`src/verilog/raster_pkg.sv`:
```
/*
 * Shared types for the line and triangle rasterizer.
 * Coordinates are unsigned and wrap at COORD_W bits, with no clipping.
 */
package raster_pkg;

	localparam int COORD_W = 8;

	typedef logic [COORD_W-1:0] coord_t;

	typedef enum logic [0:0] {
		SHAPE_LINE,
		SHAPE_TRI
	} shape_kind_e;

	typedef struct packed {
		coord_t x;
		coord_t y;
	} vertex_t;

	// v2 only matters for a triangle
	typedef struct packed {
		shape_kind_e kind;
		vertex_t     v0;
		vertex_t     v1;
		vertex_t     v2;
	} shape_cmd_t;

	// Endpoints already shifted into the local tile
	typedef struct packed {
		vertex_t start_pt;
		vertex_t end_pt;
	} edge_t;

	typedef struct packed {
		coord_t x;
		coord_t y;
		logic   first;
	} pixel_t;

	typedef enum logic [2:0] {
		IDLE,
		MIN_CALC,
		EDGE_START,
		EDGE_WAIT,
		DONE
	} ctrl_state_e;

endpackage

```
`src/verilog/line_stepper.sv`:
```
/*
 * Integer Bresenham walk over one edge, both endpoints included.
 * One pixel per cycle while can_send is high; position holds otherwise.
 * A new edge_start is expected only after edge_done of the previous edge.
 */
module line_stepper (
	input  logic               clk,
	input  logic               n_rst,
	input  logic               edge_start,
	input  raster_pkg::edge_t  edge_pts,
	input  logic               first_edge,
	input  logic               can_send,
	output logic               pix_push,
	output raster_pkg::pixel_t pix,
	output logic               edge_done
);
	import raster_pkg::*;

	logic               busy;
	logic               first_pend;
	coord_t             cur_x;
	coord_t             cur_y;
	coord_t             end_x;
	coord_t             end_y;
	coord_t             adx;
	coord_t             ady;
	logic               x_neg;
	logic               y_neg;
	logic signed [8:0]  dx;
	logic signed [8:0]  dy;
	logic signed [10:0] err;
	logic signed [10:0] err_nxt;
	logic signed [11:0] e2;
	logic               step_x;
	logic               step_y;
	logic               at_end;

	// Absolute deltas of the incoming edge
	assign adx = (edge_pts.end_pt.x >= edge_pts.start_pt.x) ?
		edge_pts.end_pt.x - edge_pts.start_pt.x : edge_pts.start_pt.x - edge_pts.end_pt.x;
	assign ady = (edge_pts.end_pt.y >= edge_pts.start_pt.y) ?
		edge_pts.end_pt.y - edge_pts.start_pt.y : edge_pts.start_pt.y - edge_pts.end_pt.y;

	assign e2     = {err, 1'b0};
	assign step_x = (e2 >= dy);
	assign step_y = (e2 <= dx);
	assign at_end = (cur_x == end_x) && (cur_y == end_y);

	always_comb begin
		err_nxt = err;
		if (step_x)
			err_nxt = err_nxt + dy;
		if (step_y)
			err_nxt = err_nxt + dx;
	end

	always_ff @(posedge clk, negedge n_rst) begin
		if (!n_rst) begin
			busy       <= 1'b0;
			first_pend <= 1'b0;
		end else if (edge_start) begin
			busy       <= 1'b1;
			first_pend <= first_edge;
		end else if (pix_push) begin
			first_pend <= 1'b0;
			if (at_end)
				busy <= 1'b0;
		end
	end

	always_ff @(posedge clk) begin
		if (edge_start) begin
			cur_x <= edge_pts.start_pt.x;
			cur_y <= edge_pts.start_pt.y;
			end_x <= edge_pts.end_pt.x;
			end_y <= edge_pts.end_pt.y;
			x_neg <= (edge_pts.end_pt.x < edge_pts.start_pt.x);
			y_neg <= (edge_pts.end_pt.y < edge_pts.start_pt.y);
			dx    <= $signed({1'b0, adx});
			dy    <= -$signed({1'b0, ady});
			err   <= $signed({1'b0, adx}) - $signed({1'b0, ady});
		end else if (pix_push && !at_end) begin
			if (step_x)
				cur_x <= x_neg ? cur_x - 8'd1 : cur_x + 8'd1;
			if (step_y)
				cur_y <= y_neg ? cur_y - 8'd1 : cur_y + 8'd1;
			err <= err_nxt;
		end
	end

	assign pix_push  = busy && can_send;
	assign edge_done = pix_push && at_end;

	always_comb begin
		pix.x     = cur_x;
		pix.y     = cur_y;
		pix.first = first_pend;
	end

endmodule

```
`src/verilog/pixel_credit_port.sv`:
```
/*
 * Credit-based pixel output, CREDITS from 1 to 15.
 * Returns beyond CREDITS are dropped. A push and a return together cancel.
 */
module pixel_credit_port #(
	parameter int CREDITS = 4
) (
	input  logic               clk,
	input  logic               n_rst,
	input  logic               pix_push,
	input  raster_pkg::pixel_t pix,
	output logic               can_send,
	output logic               out_valid,
	output raster_pkg::pixel_t out_pixel,
	input  logic               credit_return
);
	localparam int CNT_W = $clog2(CREDITS + 1);

	logic [CNT_W-1:0] credits;
	logic             at_max;

	assign at_max   = (credits == CNT_W'(CREDITS));
	assign can_send = (credits != '0);

	always_ff @(posedge clk, negedge n_rst) begin
		if (!n_rst) begin
			credits   <= CNT_W'(CREDITS);
			out_valid <= 1'b0;
		end else begin
			out_valid <= pix_push;
			if (pix_push && !credit_return)
				credits <= credits - 1'b1;
			else if (credit_return && !pix_push && !at_max)
				credits <= credits + 1'b1;
		end
	end

	// Output register holds the pixel for the strobe cycle
	always_ff @(posedge clk) begin
		if (pix_push)
			out_pixel <= pix;
	end

endmodule

```
`src/verilog/raster_top.sv`:
```
/*
 * Line and triangle rasterizer, one shape in flight at a time.
 * Pixels come out relative to the shape's minimum x and y.
 */
module raster_top #(
	parameter int CREDITS = 4
) (
	input  logic                   clk,
	input  logic                   n_rst,
	input  logic                   cmd_valid,
	input  raster_pkg::shape_cmd_t cmd,
	output logic                   cmd_ready,
	output logic                   out_valid,
	output raster_pkg::pixel_t     out_pixel,
	input  logic                   credit_return,
	output logic                   shape_done
);
	import raster_pkg::*;

	logic   edge_start;
	edge_t  edge_pts;
	logic   first_edge;
	logic   edge_done;
	logic   can_send;
	logic   pix_push;
	pixel_t pix;

	shape_controller ctrl_i (
		.clk        (clk),
		.n_rst      (n_rst),
		.cmd_valid  (cmd_valid),
		.cmd        (cmd),
		.cmd_ready  (cmd_ready),
		.edge_start (edge_start),
		.edge_pts   (edge_pts),
		.first_edge (first_edge),
		.edge_done  (edge_done),
		.shape_done (shape_done)
	);

	line_stepper step_i (
		.clk        (clk),
		.n_rst      (n_rst),
		.edge_start (edge_start),
		.edge_pts   (edge_pts),
		.first_edge (first_edge),
		.can_send   (can_send),
		.pix_push   (pix_push),
		.pix        (pix),
		.edge_done  (edge_done)
	);

	pixel_credit_port #(
		.CREDITS (CREDITS)
	) port_i (
		.clk           (clk),
		.n_rst         (n_rst),
		.pix_push      (pix_push),
		.pix           (pix),
		.can_send      (can_send),
		.out_valid     (out_valid),
		.out_pixel     (out_pixel),
		.credit_return (credit_return)
	);

endmodule

```
`src/verilog/shape_controller.sv`:
```
/*
 * Takes one shape command at a time and feeds its edges to the stepper.
 * A new command is refused until shape_done of the current one.
 * Edge order is v0-v1, then v0-v2 and v1-v2 for a triangle.
 */
module shape_controller (
	input  logic                   clk,
	input  logic                   n_rst,
	input  logic                   cmd_valid,
	input  raster_pkg::shape_cmd_t cmd,
	output logic                   cmd_ready,
	output logic                   edge_start,
	output raster_pkg::edge_t      edge_pts,
	output logic                   first_edge,
	input  logic                   edge_done,
	output logic                   shape_done
);
	import raster_pkg::*;

	ctrl_state_e state;
	ctrl_state_e next_state;
	shape_cmd_t  cmd_q;
	coord_t      min_x;
	coord_t      min_y;
	coord_t      min_x_c;
	coord_t      min_y_c;
	logic [1:0]  edge_idx;
	logic        last_edge;
	logic        accept;
	vertex_t     pa;
	vertex_t     pb;

	function automatic vertex_t offset(input vertex_t v, input coord_t mx, input coord_t my);
		vertex_t r;
		r.x = v.x - mx;
		r.y = v.y - my;
		return r;
	endfunction

	assign accept = cmd_valid && cmd_ready;

	always_ff @(posedge clk, negedge n_rst) begin
		if (!n_rst) begin
			state     <= IDLE;
			cmd_ready <= 1'b0;
			edge_idx  <= '0;
		end else begin
			state     <= next_state;
			cmd_ready <= (next_state == IDLE);
			if (state == MIN_CALC)
				edge_idx <= '0;
			else if (state == EDGE_WAIT && edge_done)
				edge_idx <= edge_idx + 2'd1;
		end
	end

	always_ff @(posedge clk) begin
		if (accept)
			cmd_q <= cmd;
		if (state == MIN_CALC) begin
			min_x <= min_x_c;
			min_y <= min_y_c;
		end
	end

	// Minima over the active vertices
	always_comb begin
		min_x_c = (cmd_q.v1.x < cmd_q.v0.x) ? cmd_q.v1.x : cmd_q.v0.x;
		min_y_c = (cmd_q.v1.y < cmd_q.v0.y) ? cmd_q.v1.y : cmd_q.v0.y;
		if (cmd_q.kind == SHAPE_TRI) begin
			if (cmd_q.v2.x < min_x_c)
				min_x_c = cmd_q.v2.x;
			if (cmd_q.v2.y < min_y_c)
				min_y_c = cmd_q.v2.y;
		end
	end

	always_comb begin
		case (edge_idx)
			2'd0: begin
				pa = cmd_q.v0;
				pb = cmd_q.v1;
			end
			2'd1: begin
				pa = cmd_q.v0;
				pb = cmd_q.v2;
			end
			default: begin
				pa = cmd_q.v1;
				pb = cmd_q.v2;
			end
		endcase
	end

	always_comb begin
		edge_pts.start_pt = offset(pa, min_x, min_y);
		edge_pts.end_pt   = offset(pb, min_x, min_y);
	end

	assign last_edge = (cmd_q.kind == SHAPE_LINE) ? (edge_idx == 2'd0) : (edge_idx == 2'd2);

	always_comb begin
		next_state = state;
		case (state)
			IDLE: begin
				if (accept)
					next_state = MIN_CALC;
			end
			MIN_CALC:
				next_state = EDGE_START;
			EDGE_START:
				next_state = EDGE_WAIT;
			EDGE_WAIT: begin
				if (edge_done)
					next_state = last_edge ? DONE : EDGE_START;
			end
			DONE:
				next_state = IDLE;
			default:
				next_state = IDLE;
		endcase
	end

	assign edge_start = (state == EDGE_START);
	assign first_edge = (edge_idx == 2'd0);
	assign shape_done = (state == DONE);

endmodule
```
`config.mk`:
```
export PLATFORM = sky130hd
export DESIGN_NAME = raster_top
export DESIGN_NICKNAME = d
export VERILOG_FILES = /design/src/verilog/raster_pkg.sv /design/src/verilog/line_stepper.sv /design/src/verilog/pixel_credit_port.sv /design/src/verilog/raster_top.sv /design/src/verilog/shape_controller.sv
export SDC_FILE = /design/constraint.sdc
export NUM_CORES = 1
export LEC_CHECK = 0
export ABC_AREA = 1
export CORE_MARGIN = 2
export CORE_UTILIZATION = 55
export DETAILED_ROUTE_END_ITERATION = 10
export DONT_BUFFER_PORTS = 1
export PLACE_DENSITY = 0.7
export SLEW_MARGIN = 15
export SYNTH_ARGS = -nofsm -noshare
export SYNTH_HDL_FRONTEND = slang
export SYNTH_HIERARCHICAL = 1
export SYNTH_SLANG_ARGS = --single-unit
```
`constraint.sdc`:
```
create_clock -name clk -period 7.6 [get_ports clk]
set_clock_uncertainty 0.05 [all_clocks]
set_input_delay 0.76 -clock clk [delete_from_list [all_inputs] [get_ports clk]]
set_output_delay 0.76 -clock clk [all_outputs]
set_load 0.02 [all_outputs]
```
==> results of run 1 <==
what timing repair did:
| item | 4_1_cts | 5_1_grt |
|---|---|---|
| hold buffers | 1 | 0 |
| endpoints found under the hold margin | 11 | 0 |
| setup buffers | 0 | 0 |
where the power goes:
part / switching, mW / internal, mW
clock: 0.362 / 0.457
sequential: 0.206 / 1.19
combinational: 0.877 / 0.518
kinds of logic after synthesis:
| group | synth area share, % |
|---|---|
| and+or+nand+nor | 19.1 |
| buffers and inverters | 8.35 |
| AOI/OAI and AO/OA | 10.1 |
| adders and majority gates | 17.3 |
| DFF | 37.8 |
| xor gates and xnor gates | 5.93 |
| muxes | 1.38 |
cell type report:
cell class / count / area share [%]
Sequential cell: 156 / 35.3
Tap cell: 280 / 2.67
Multi-Input combinational cell: 997 / 50.3
Inverter: 244 / 7.04
Timing Repair Buffer: 6 / 0.363
Clock buffer: 18 / 3.27
Clock inverter: 14 / 1.04
metrics by stage:
stage,setup WS [ns],cell area (um2),std cells,utilization [%]
finish,1.61,13100,1715,60.1
global route,1.07,13100,1715,60.1
floorplan,2.22,12200,1415,-
global placement,1.93,12500,1682,57.4
detailed placement,1.67,12500,1682,57.4
CTS,1.63,13100,1715,60.1
flip-flops by register name, summed over array words and instances, names as in the netlist, 3 cells and up:
signal and count:
step_i/end_y 8, step_i/dx 8, step_i/cur_y 8, ctrl_i/min_x 8, port_i/out_pixel 17, port_i/credits 3, step_i/end_x 8, step_i/err 11
ctrl_i/state 3, step_i/dy 9, step_i/cur_x 8, ctrl_i/min_y 8, ctrl_i/cmd_q 49
synth_stat cells, types with 7 or more instances:
library cell / n / area (um2)
dfrtp_1: 11 / 275
nand2_2: 29 / 181
inv_1: 235 / 882
nand4_1: 10 / 62.6
o221ai_1: 8 / 70.1
xor2_1: 67 / 587
o21ai_0: 69 / 345
mux2_2: 13 / 146
fa_1: 13 / 260
a21oi_1: 87 / 435
o211ai_1: 8 / 60.1
edfxtp_1: 144 / 4320
clkbuf_1: 8 / 30.0
o21ai_1: 8 / 40.0
xnor2_1: 14 / 123
nand2_1: 322 / 1210
nand3_1: 73 / 365
nand2_4: 8 / 90.1
inv_2: 7 / 26.3
ha_1: 148 / 1850
nor2_1: 59 / 221
layer usage:
metal | vias up | share of wire, % | track usage (%) | routed length (um)
li1 | 4703 | - | - | -
met1 | 4162 | 47 | 29.5 | 11800
met2 | 215 | 46 | 37.4 | 11700
met3 | 38 | 4.6 | 3.35 | 1170
met4 | 0 | 2.6 | 8.25 | 652
met5 | - | 0 | 0 | 0
worst register-to-register path: cells and delay by family (launching register included):
kind | cells | cell delay (ns)
adder cells (fa/ha/maj) | 5 | 1.81
AND/OR/NAND/NOR | 13 | 1.56
AO/OA/AOI/OAI | 5 | 0.93
buffers and inverters | 4 | 0.53
flip-flops | 1 | 0.40
multiplexers | 1 | 0.40
XOR/XNOR | 1 | 0.16
how the worst max path moves through the flow:
| stage | slack [ns] | end | startpoint | depth (start not counted) |
|---|---|---|---|---|
| after floorplan | 2.22 | step_i/err[6] | ctrl_i/edge_idx[0] | 27 |
| after global placement | 1.93 | step_i/err[10] | ctrl_i/edge_idx[0] | 29 |
| after detailed placement | 1.67 | step_i/err[9] | ctrl_i/edge_idx[0] | 29 |
| after CTS | 1.63 | step_i/err[9] | ctrl_i/edge_idx[0] | 29 |
| after global routing | 1.07 | step_i/err[9] | ctrl_i/edge_idx[0] | 29 |
| final | 1.61 | step_i/err[10] | ctrl_i/edge_idx[0] | 29 |
==> impl_metrics.env, run 1 <==
export IMPL_ys_ff_latch=156
export IMPL_drt_iter0_markers=588
export IMPL_status="finished clean"
export IMPL_path_common_cell="nand2_1"
export IMPL_layout_nets=1636
export IMPL_vias=9118
export IMPL_avgViaCountPerCell=5.32
export IMPL_initial_utilization_pct=56.0
export IMPL_grt_setup_unrepaired="false"
export IMPL_reg2regPathDepth=29
export IMPL_worst_path_buf_inv=4
export IMPL_hpwl_um=20200
export IMPL_grt_pass1_wl_um=42200
export IMPL_yosysWarnings=6
export IMPL_cts_path_max_buffers=2
export IMPL_antenna_found_initial=0
export IMPL_ios=73
export IMPL_multi_input_area_um2=6600
export IMPL_crit_fanout=32
export IMPL_cts_sinks=156
export IMPL_total_power_mw=3.61
export IMPL_relSlewSlack_pct=29.4
export IMPL_leakage_nw=6.28
export IMPL_p_per_area_nw_per_um2=275
export IMPL_port_buffers=0
export IMPL_dr_pass1_iters=5
export IMPL_end_kind="flop"
export IMPL_r2r_end="step_i/err[10]"
export IMPL_setup_viol=0
export IMPL_cts_root_buf="clkbuf_16"
export IMPL_routed_wl_um=25400
export IMPL_clk_pin_slew_ns=0.06
export IMPL_reg2reg_from="ctrl_i/edge_idx[0]"
export IMPL_synth_edff_count=144
export IMPL_grt_total_usage_pct=22.3
export IMPL_cap_violations=0
export IMPL_drive_gt1_share_pct=8.15
export IMPL_avgSynthCellArea_um2=8.64
export IMPL_hold_ws_ns=0.129
export IMPL_rrSetupSlack_ns=1.61
export IMPL_fillers=1872
export IMPL_drv_slew=0
export IMPL_drcViolationCount=0
export IMPL_cp_arrival_ns=6.23
export IMPL_worstPathRequired_ns=7.84
export IMPL_wire_per_inst_um=14.8
export IMPL_synth_cells=1415
export IMPL_gp_congestion=0.906
export IMPL_cp_top_family="adder cells"
export IMPL_cpPeakStageDelay_ns=0.47
export IMPL_ant_nets=0
export IMPL_n_antenna_cell=0
export IMPL_numCtsBuffers=17
export IMPL_vdd_drop_max_v=0.000179
export IMPL_layout_commonest_cell="nand2_1"
export IMPL_seq_area_um2=4630
export IMPL_core_um2=21800
export IMPL_synth_distinct_cells=51
export IMPL_cts_resized=0
export IMPL_die_area_um2=23400
export IMPL_seq_area_frac_synth_pct=37.8
export IMPL_fin_setup_tns_ns=0
export IMPL_grt_ovfl_total=0
export IMPL_async_reset_ff_share_pct=7.69
export IMPL_tightest_slew_ns=1.06
export IMPL_first_global_vias=8825
export IMPL_hold_violations=0
export IMPL_final_cell_mix="nand2_1 (322), inv_1 (234), ha_1 (148), edfxtp_1 (144), a21oi_1 (87)"
export IMPL_fmax_ghz=0.167
export IMPL_clk_latency_ns=0.43
export IMPL_synth_ff_type="edfxtp_1"
export IMPL_netlist_area_um2=12200
export IMPL_crit_slowest_cell="fa_1"
export IMPL_rows=54
export IMPL_syn_nets=1629
export IMPL_cts_tree="built"
export IMPL_die_x_um=153
export IMPL_fp_dieH_um=153
export IMPL_grt_max_degree=58
export IMPL_path_class="flop to flop"
export IMPL_final_min_clock_period_ns=5.99
export IMPL_hold_class="primary input to asynchronous set/reset pin"
export IMPL_area_growth_pct=7.18
export IMPL_period_share_pct=78.8
export IMPL_htree_levels=4
export IMPL_start_kind="flop"
Power figures use the tool's default switching activity.
==> run 2: changes to the inputs <==
- clock period: 7.6 -> 5.8 ns (I/O delays scaled with it)
==> impl_metrics.env, run 2 (same netlist as run 1, synthesis figures left out) <==
export IMPL_drive_gt1_share_pct=9.96
export IMPL_regMostFlops="ctrl_i/cmd_q"
export IMPL_vdd_drop_max_v=0.000223
export IMPL_largestRegisters="ctrl_i/cmd_q: 49 flops, port_i/out_pixel: 17 flops, step_i/err: 11 flops"
export IMPL_cp_arrival_ns=5.61
export IMPL_wl_met1_um=12000
export IMPL_path_class="flop to flop"
export IMPL_status="finished clean"
export IMPL_initial_utilization_pct=56.0
export IMPL_fin_setup_tns_ns=0
export IMPL_wl_met2_um=12500
export IMPL_port_buffers=0
export IMPL_drt_iter0_markers=526
export IMPL_core_um2=21800
export IMPL_wire_per_inst_um=15.0
export IMPL_hold_class="primary input to flop"
export IMPL_gp_congestion=0.921
export IMPL_grt_ovfl_total=0
export IMPL_grt_pass1_wl_um=43100
export IMPL_rows=54
export IMPL_routed_wl_um=25900
export IMPL_grt_max_degree=57
export IMPL_p_per_area_nw_per_um2=360
export IMPL_combPwrFrac_pct=38.3
export IMPL_drv_slew=0
export IMPL_total_power_mw=4.81
export IMPL_htree_levels=4
export IMPL_worstPathRequired_ns=6.05
export IMPL_r2r_end="step_i/err[8]"
export IMPL_p_seq_share_pct=37.9
export IMPL_fmax_ghz=0.187
export IMPL_highest_layer="met4"
export IMPL_period_share_pct=92.4
export IMPL_ant_nets=0
export IMPL_vias=9201
export IMPL_start_kind="flop"
export IMPL_avgViaCountPerCell=5.33
export IMPL_intPower_mw=2.89
export IMPL_tightest_slew_ns=1.10
export IMPL_reg2reg_from="ctrl_i/edge_idx[0]"
export IMPL_p_sw_share_pct=39.9
export IMPL_crit_path_end="step_i/err[8]"
export IMPL_power_switching_mw=1.92
export IMPL_largest_reg_flops=49
export IMPL_layout_commonest_cell="nand2_1"
export IMPL_first_global_vias=8894
export IMPL_setup_viol=0
export IMPL_rrSetupSlack_ns=0.44
export IMPL_grt_total_usage_pct=22.8
export IMPL_cp_startpoint="ctrl_i/edge_idx[0]"
export IMPL_clk_latency_ns=0.43
export IMPL_cts_path_max_buffers=2
export IMPL_fp_dieH_um=153
export IMPL_final_cell_mix="nand2_1 (322), inv_1 (232), ha_1 (144), edfxtp_1 (144), a21oi_1 (84)"
export IMPL_area_growth_pct=9.10
export IMPL_crit_fanout=9
export IMPL_relSlewSlack_pct=26.6
export IMPL_ios=73
export IMPL_dr_wl_met3_um=1020
export IMPL_leakage_nw=6.37
export IMPL_die_area_um2=23400
export IMPL_hold_ws_ns=0.191
export IMPL_cts_tree="built"
export IMPL_cap_violations=0
export IMPL_dr_pass1_iters=7
export IMPL_cts_sinks=156
export IMPL_antenna_found_initial=1
export IMPL_clk_pin_slew_ns=0.07
export IMPL_final_core_utilization_pct=61.1
export IMPL_die_x_um=153
export IMPL_end_kind="flop"
export IMPL_layout_nets=1647
export IMPL_hpwl_um=20200
export IMPL_final_min_clock_period_ns=5.36
export IMPL_hold_violations=0
export IMPL_drcViolationCount=0
export IMPL_numCtsBuffers=17
export IMPL_reg2regPathDepth=27
export IMPL_clkPwrFrac_pct=23.8
export IMPL_cts_root_buf="clkbuf_16"
## run 2: changes by cell type in the layout (fill, tap and decap cells not counted), moves of 4 or more
cell / previous run / this run
ha_1: 148 / 144
o21ai_1: 8 / 14
inv_6: 3 / 8
o21ai_0: 69 / 63
buf_4: 5 / 11
## run 2: routing by layer
metal | track usage [%] | vias up
met1 | 30.0 | 4256
met3 | 3.69 | 27
met5 | 0 | -
li1 | - | 4725
met2 | 38.8 | 193
met4 | 6.61 | 0
## run 2: cell type report
| cell class | count | area [um2] |
|---|---|---|
| Timing Repair Buffer | 16 | 141 |
| Tap cell | 280 | 350 |
| Inverter | 244 | 923 |
| Clock buffer | 17 | 425 |
| Sequential cell | 156 | 4630 |
| Antenna cell | 1 | 2.50 |
| Fill cell | 1927 | 8480 |
| Multi-Input combinational cell | 998 | 6700 |
| Clock inverter | 15 | 174 |
## run 2: critical path: stages, from the launching register on
cell	delay (ns)
dfrtp_1	0.40
inv_2	0.10
ha_4	0.16
buf_6	0.14
mux2_2	0.34
ha_2	0.30
a21oi_1	0.16
nand2_1	0.10
a21o_1	0.18
a21oi_2	0.16
xor2_1	0.25
inv_1	0.07
ha_1	0.37
nand2_1	0.12
nor3_2	0.21
nand4_1	0.20
nand3_2	0.18
mux2_2	0.40
fa_1	0.46
nand3_1	0.09
nand3_1	0.09
nand2_1	0.09
nand2_1	0.07
a21oi_2	0.14
nor2_1	0.07
o21ai_1	0.14
nand2_1	0.10
nand2_1	0.07
## run 2: power by group through the flow
| stage | clock network [mW] | registers, mW | logic [mW] |
|---|---|---|---|
| floorplan | 0 | 1.77 | 1.45 |
| global placement | 0 | 1.85 | 1.75 |
| detailed placement | 0 | 1.85 | 1.80 |
| CTS | 1.17 | 1.83 | 1.82 |
| global route | 1.21 | 1.85 | 2.14 |
| finish | 1.15 | 1.82 | 1.84 |
## run 2: per-stage QoR
step	instances	setup WS, ns	instance area (um2)
global route	1726	-0.0139	13300
floorplan	1415	0.424	12200
detailed placement	1686	0.153	12600
CTS	1719	0.112	13200
finish	1727	0.439	13300
global placement	1686	0.373	12600
## run 2: what timing repair did
item	in CTS	in global routing
resized for setup	0	31
hold buffers	1	0
setup buffers	0	6
setup endpoints to repair	0	9
endpoints found under the hold margin	12	0
## run 2: worst min path at each step
stage	startpoint	end	slack, ns	cells past startpoint
after floorplan	n_rst	ctrl_i/cmd_ready	0.23	0
after global placement	n_rst	ctrl_i/cmd_ready	0.23	0
after detailed placement	n_rst	ctrl_i/cmd_ready	0.23	0
after CTS	cmd[27]	ctrl_i/cmd_q[27]	0.17	0
after global routing	cmd[35]	ctrl_i/cmd_q[35]	0.18	0
final	cmd[36]	ctrl_i/cmd_q[36]	0.19	0
==> run 3: changes to the inputs <==
- ABC_AREA: 1 -> not set
==> impl_metrics.env, run 3 <==
export IMPL_cts_path_max_buffers=2
export IMPL_routed_wl_um=25000
export IMPL_cp_top_family="adder cells"
export IMPL_synth_cells=1126
export IMPL_cap_violations=0
export IMPL_cts_sinks=156
export IMPL_yosysTopAreaCellShare_pct=36.8
export IMPL_largest_reg_flops=49
export IMPL_synth_ff_type="edfxtp_1"
export IMPL_avgViaCountPerCell=5.66
export IMPL_async_reset_ff_share_pct=7.69
export IMPL_crit_slowest_cell="fa_2"
export IMPL_crit_fanout=6
export IMPL_dr_pass1_iters=5
export IMPL_htree_levels=4
export IMPL_setup_ws_ns=0.161
export IMPL_initial_utilization_pct=56.0
export IMPL_leakage_nw=5.68
export IMPL_cpPeakStageDelay_ns=0.58
export IMPL_drive_gt1_share_pct=14.2
export IMPL_hpwl_um=19100
export IMPL_synth_distinct_cells=82
export IMPL_antenna_found_initial=0
export IMPL_grt_max_degree=82
export IMPL_rows=53
export IMPL_final_min_clock_period_ns=5.64
export IMPL_synth_top_area_cell="edfxtp_1"
export IMPL_grt_util_met3_pct=3.15
export IMPL_clk_pin_slew_ns=0.07
export IMPL_synth_area_leaders="edfxtp_1 (37%), ha_1 (16%), xnor2_1 (5.6%)"
export IMPL_core_um2=21000
export IMPL_tightest_slew_ns=0.932
export IMPL_crit_chain="buf_4, ha_1, nor2_4, mux2i_1, ha_2, inv_1, fa_2, inv_1, fa_1, a21o_1, a21oi_4, nor3_4, nor3_4, buf_6, mux2_2, o2bb2ai_1, or4_1, o211a_4, ha_4, o21ai_1, nand3b_1, o41ai_2"
export IMPL_status="finished clean"
export IMPL_numCtsBuffers=17
export IMPL_gr_max_usage_layer="met2"
export IMPL_yosysWarnings=6
export IMPL_drv_slew=0
export IMPL_die_x_um=150
export IMPL_die_area_um2=22500
export IMPL_grt_ovfl_total=0
export IMPL_p_per_area_nw_per_um2=361
export IMPL_cts_root_buf="clkbuf_16"
export IMPL_synth_common_cells="ha_1 (148), inv_1 (148), edfxtp_1 (144)"
export IMPL_drcViolationCount=0
export IMPL_largestRegisters="ctrl_i/cmd_q: 49 flops, port_i/out_pixel: 17 flops, step_i/err: 11 flops"
export IMPL_dpl_cell_count=1415
export IMPL_worstPathRequired_ns=5.89
export IMPL_syn_nets=1340
export IMPL_vias=8246
export IMPL_ys_ff_latch=156
export IMPL_stdcell_count=1458
export IMPL_worst_path_buf_inv=4
export IMPL_port_buffers=0
export IMPL_period_share_pct=97.2
export IMPL_avgSynthCellArea_um2=10.4
export IMPL_layout_commonest_cell="inv_1"
export IMPL_seq_area_frac_synth_pct=39.4
export IMPL_final_cell_mix="inv_1 (147), edfxtp_1 (144), ha_1 (138), nand2_1 (76), xnor2_1 (68)"
export IMPL_relSlewSlack_pct=37.8
export IMPL_grt_pass1_wl_um=40300
export IMPL_hold_class="primary input to flop"
export IMPL_ios=73
export IMPL_n_antenna_cell=0
export IMPL_fp_dieH_um=150
export IMPL_place_ws_ns=-0.191
export IMPL_cts_tree="built"
export IMPL_cp_arrival_ns=5.73
export IMPL_clk_latency_ns=0.43
export IMPL_path_class="flop to flop"
export IMPL_fin_setup_tns_ns=0
export IMPL_wire_per_inst_um=17.2
export IMPL_end_kind="flop"
export IMPL_start_kind="flop"
export IMPL_grt_total_usage_pct=22.7
export IMPL_fmax_ghz=0.177
export IMPL_gr_usage_met2_pct=37.9
export IMPL_setup_viol=0
export IMPL_vdd_drop_max_v=0.000213
export IMPL_area_growth_pct=13.2
export IMPL_gp_congestion=0.974
export IMPL_synth_edff_count=144
export IMPL_ant_nets=0
export IMPL_regMostFlops="ctrl_i/cmd_q"
export IMPL_hold_violations=0
export IMPL_layout_nets=1384
export IMPL_netlist_area_um2=11700
export IMPL_gr_usage_met1_pct=30.0
export IMPL_drt_iter0_markers=520
export IMPL_first_global_vias=8382
[run 3: cells by family after synthesis]
family / synth area share (%)
and+or+nand+nor: 9.09
muxes: 6.19
buffers and inverters: 5.74
adders and majority gates: 18.0
DFF: 39.4
AOI/OAI and AO/OA: 14.4
xor gates and xnor gates: 7.22
[run 3: where the power goes]
part	internal [mW]	switching, mW
Combinational	0.855	1.05
Clock	0.590	0.471
Sequential	1.56	0.272
Total	3.01	1.79
[run 3: final cells by class]
cell class              count  area [um2]
clock buffers              18         429
clock inverters            14         120
fillers                  1640        7670
inverters                 150         563
multi-input cells         800        6820
flip-flops and latches    156        4630
well taps                 275         344
repair buffers             45         387
[run 3: through the flow]
step	total power [mW]	hold WS (ns)	cell area, um2	util, %
after detailed placement	3.71	0.235	12300	58.5
after floorplan	3.24	0.234	11800	-
final	4.80	0.195	13300	63.4
after CTS	4.79	0.185	12900	61.4
after global routing	5.12	0.182	13300	63.4
after global placement	3.64	0.235	12300	58.5
[run 3: final timing paths]
path                                          from                  end  slack [ns]  depth (start not counted)
worst max-delay path            ctrl_i/edge_idx[0]       step_i/err[10]        0.16                         22
worst min-delay path                        cmd[9]      ctrl_i/cmd_q[9]        0.20                          0
worst max register to register  ctrl_i/edge_idx[0]       step_i/err[10]        0.16                         22
worst min register to register   step_i/first_pend  port_i/out_pixel[0]        0.41                          0
max in group asynchronous                    n_rst    port_i/credits[2]        4.81                          1
min in group asynchronous                    n_rst      ctrl_i/state[0]        0.52                          1
[run 3: repair_timing]
| action | in CTS | in global routing |
|---|---|---|
| hold buffers | 1 | 0 |
| pin swaps | 0 | 18 |
| hold endpoints to repair | 12 | 0 |
| setup buffers | 0 | 9 |
| setup endpoints to repair | 5 | 7 |
| gates resized for setup | 9 | 73 |
| gates cloned | 0 | 1 |
[run 3: metal layers]
metal  up-vias  wire [um]
met4         0        803
li1       4088          -
met1      3933      11400
met2       179      12100
met3        46        753
met5         -          0
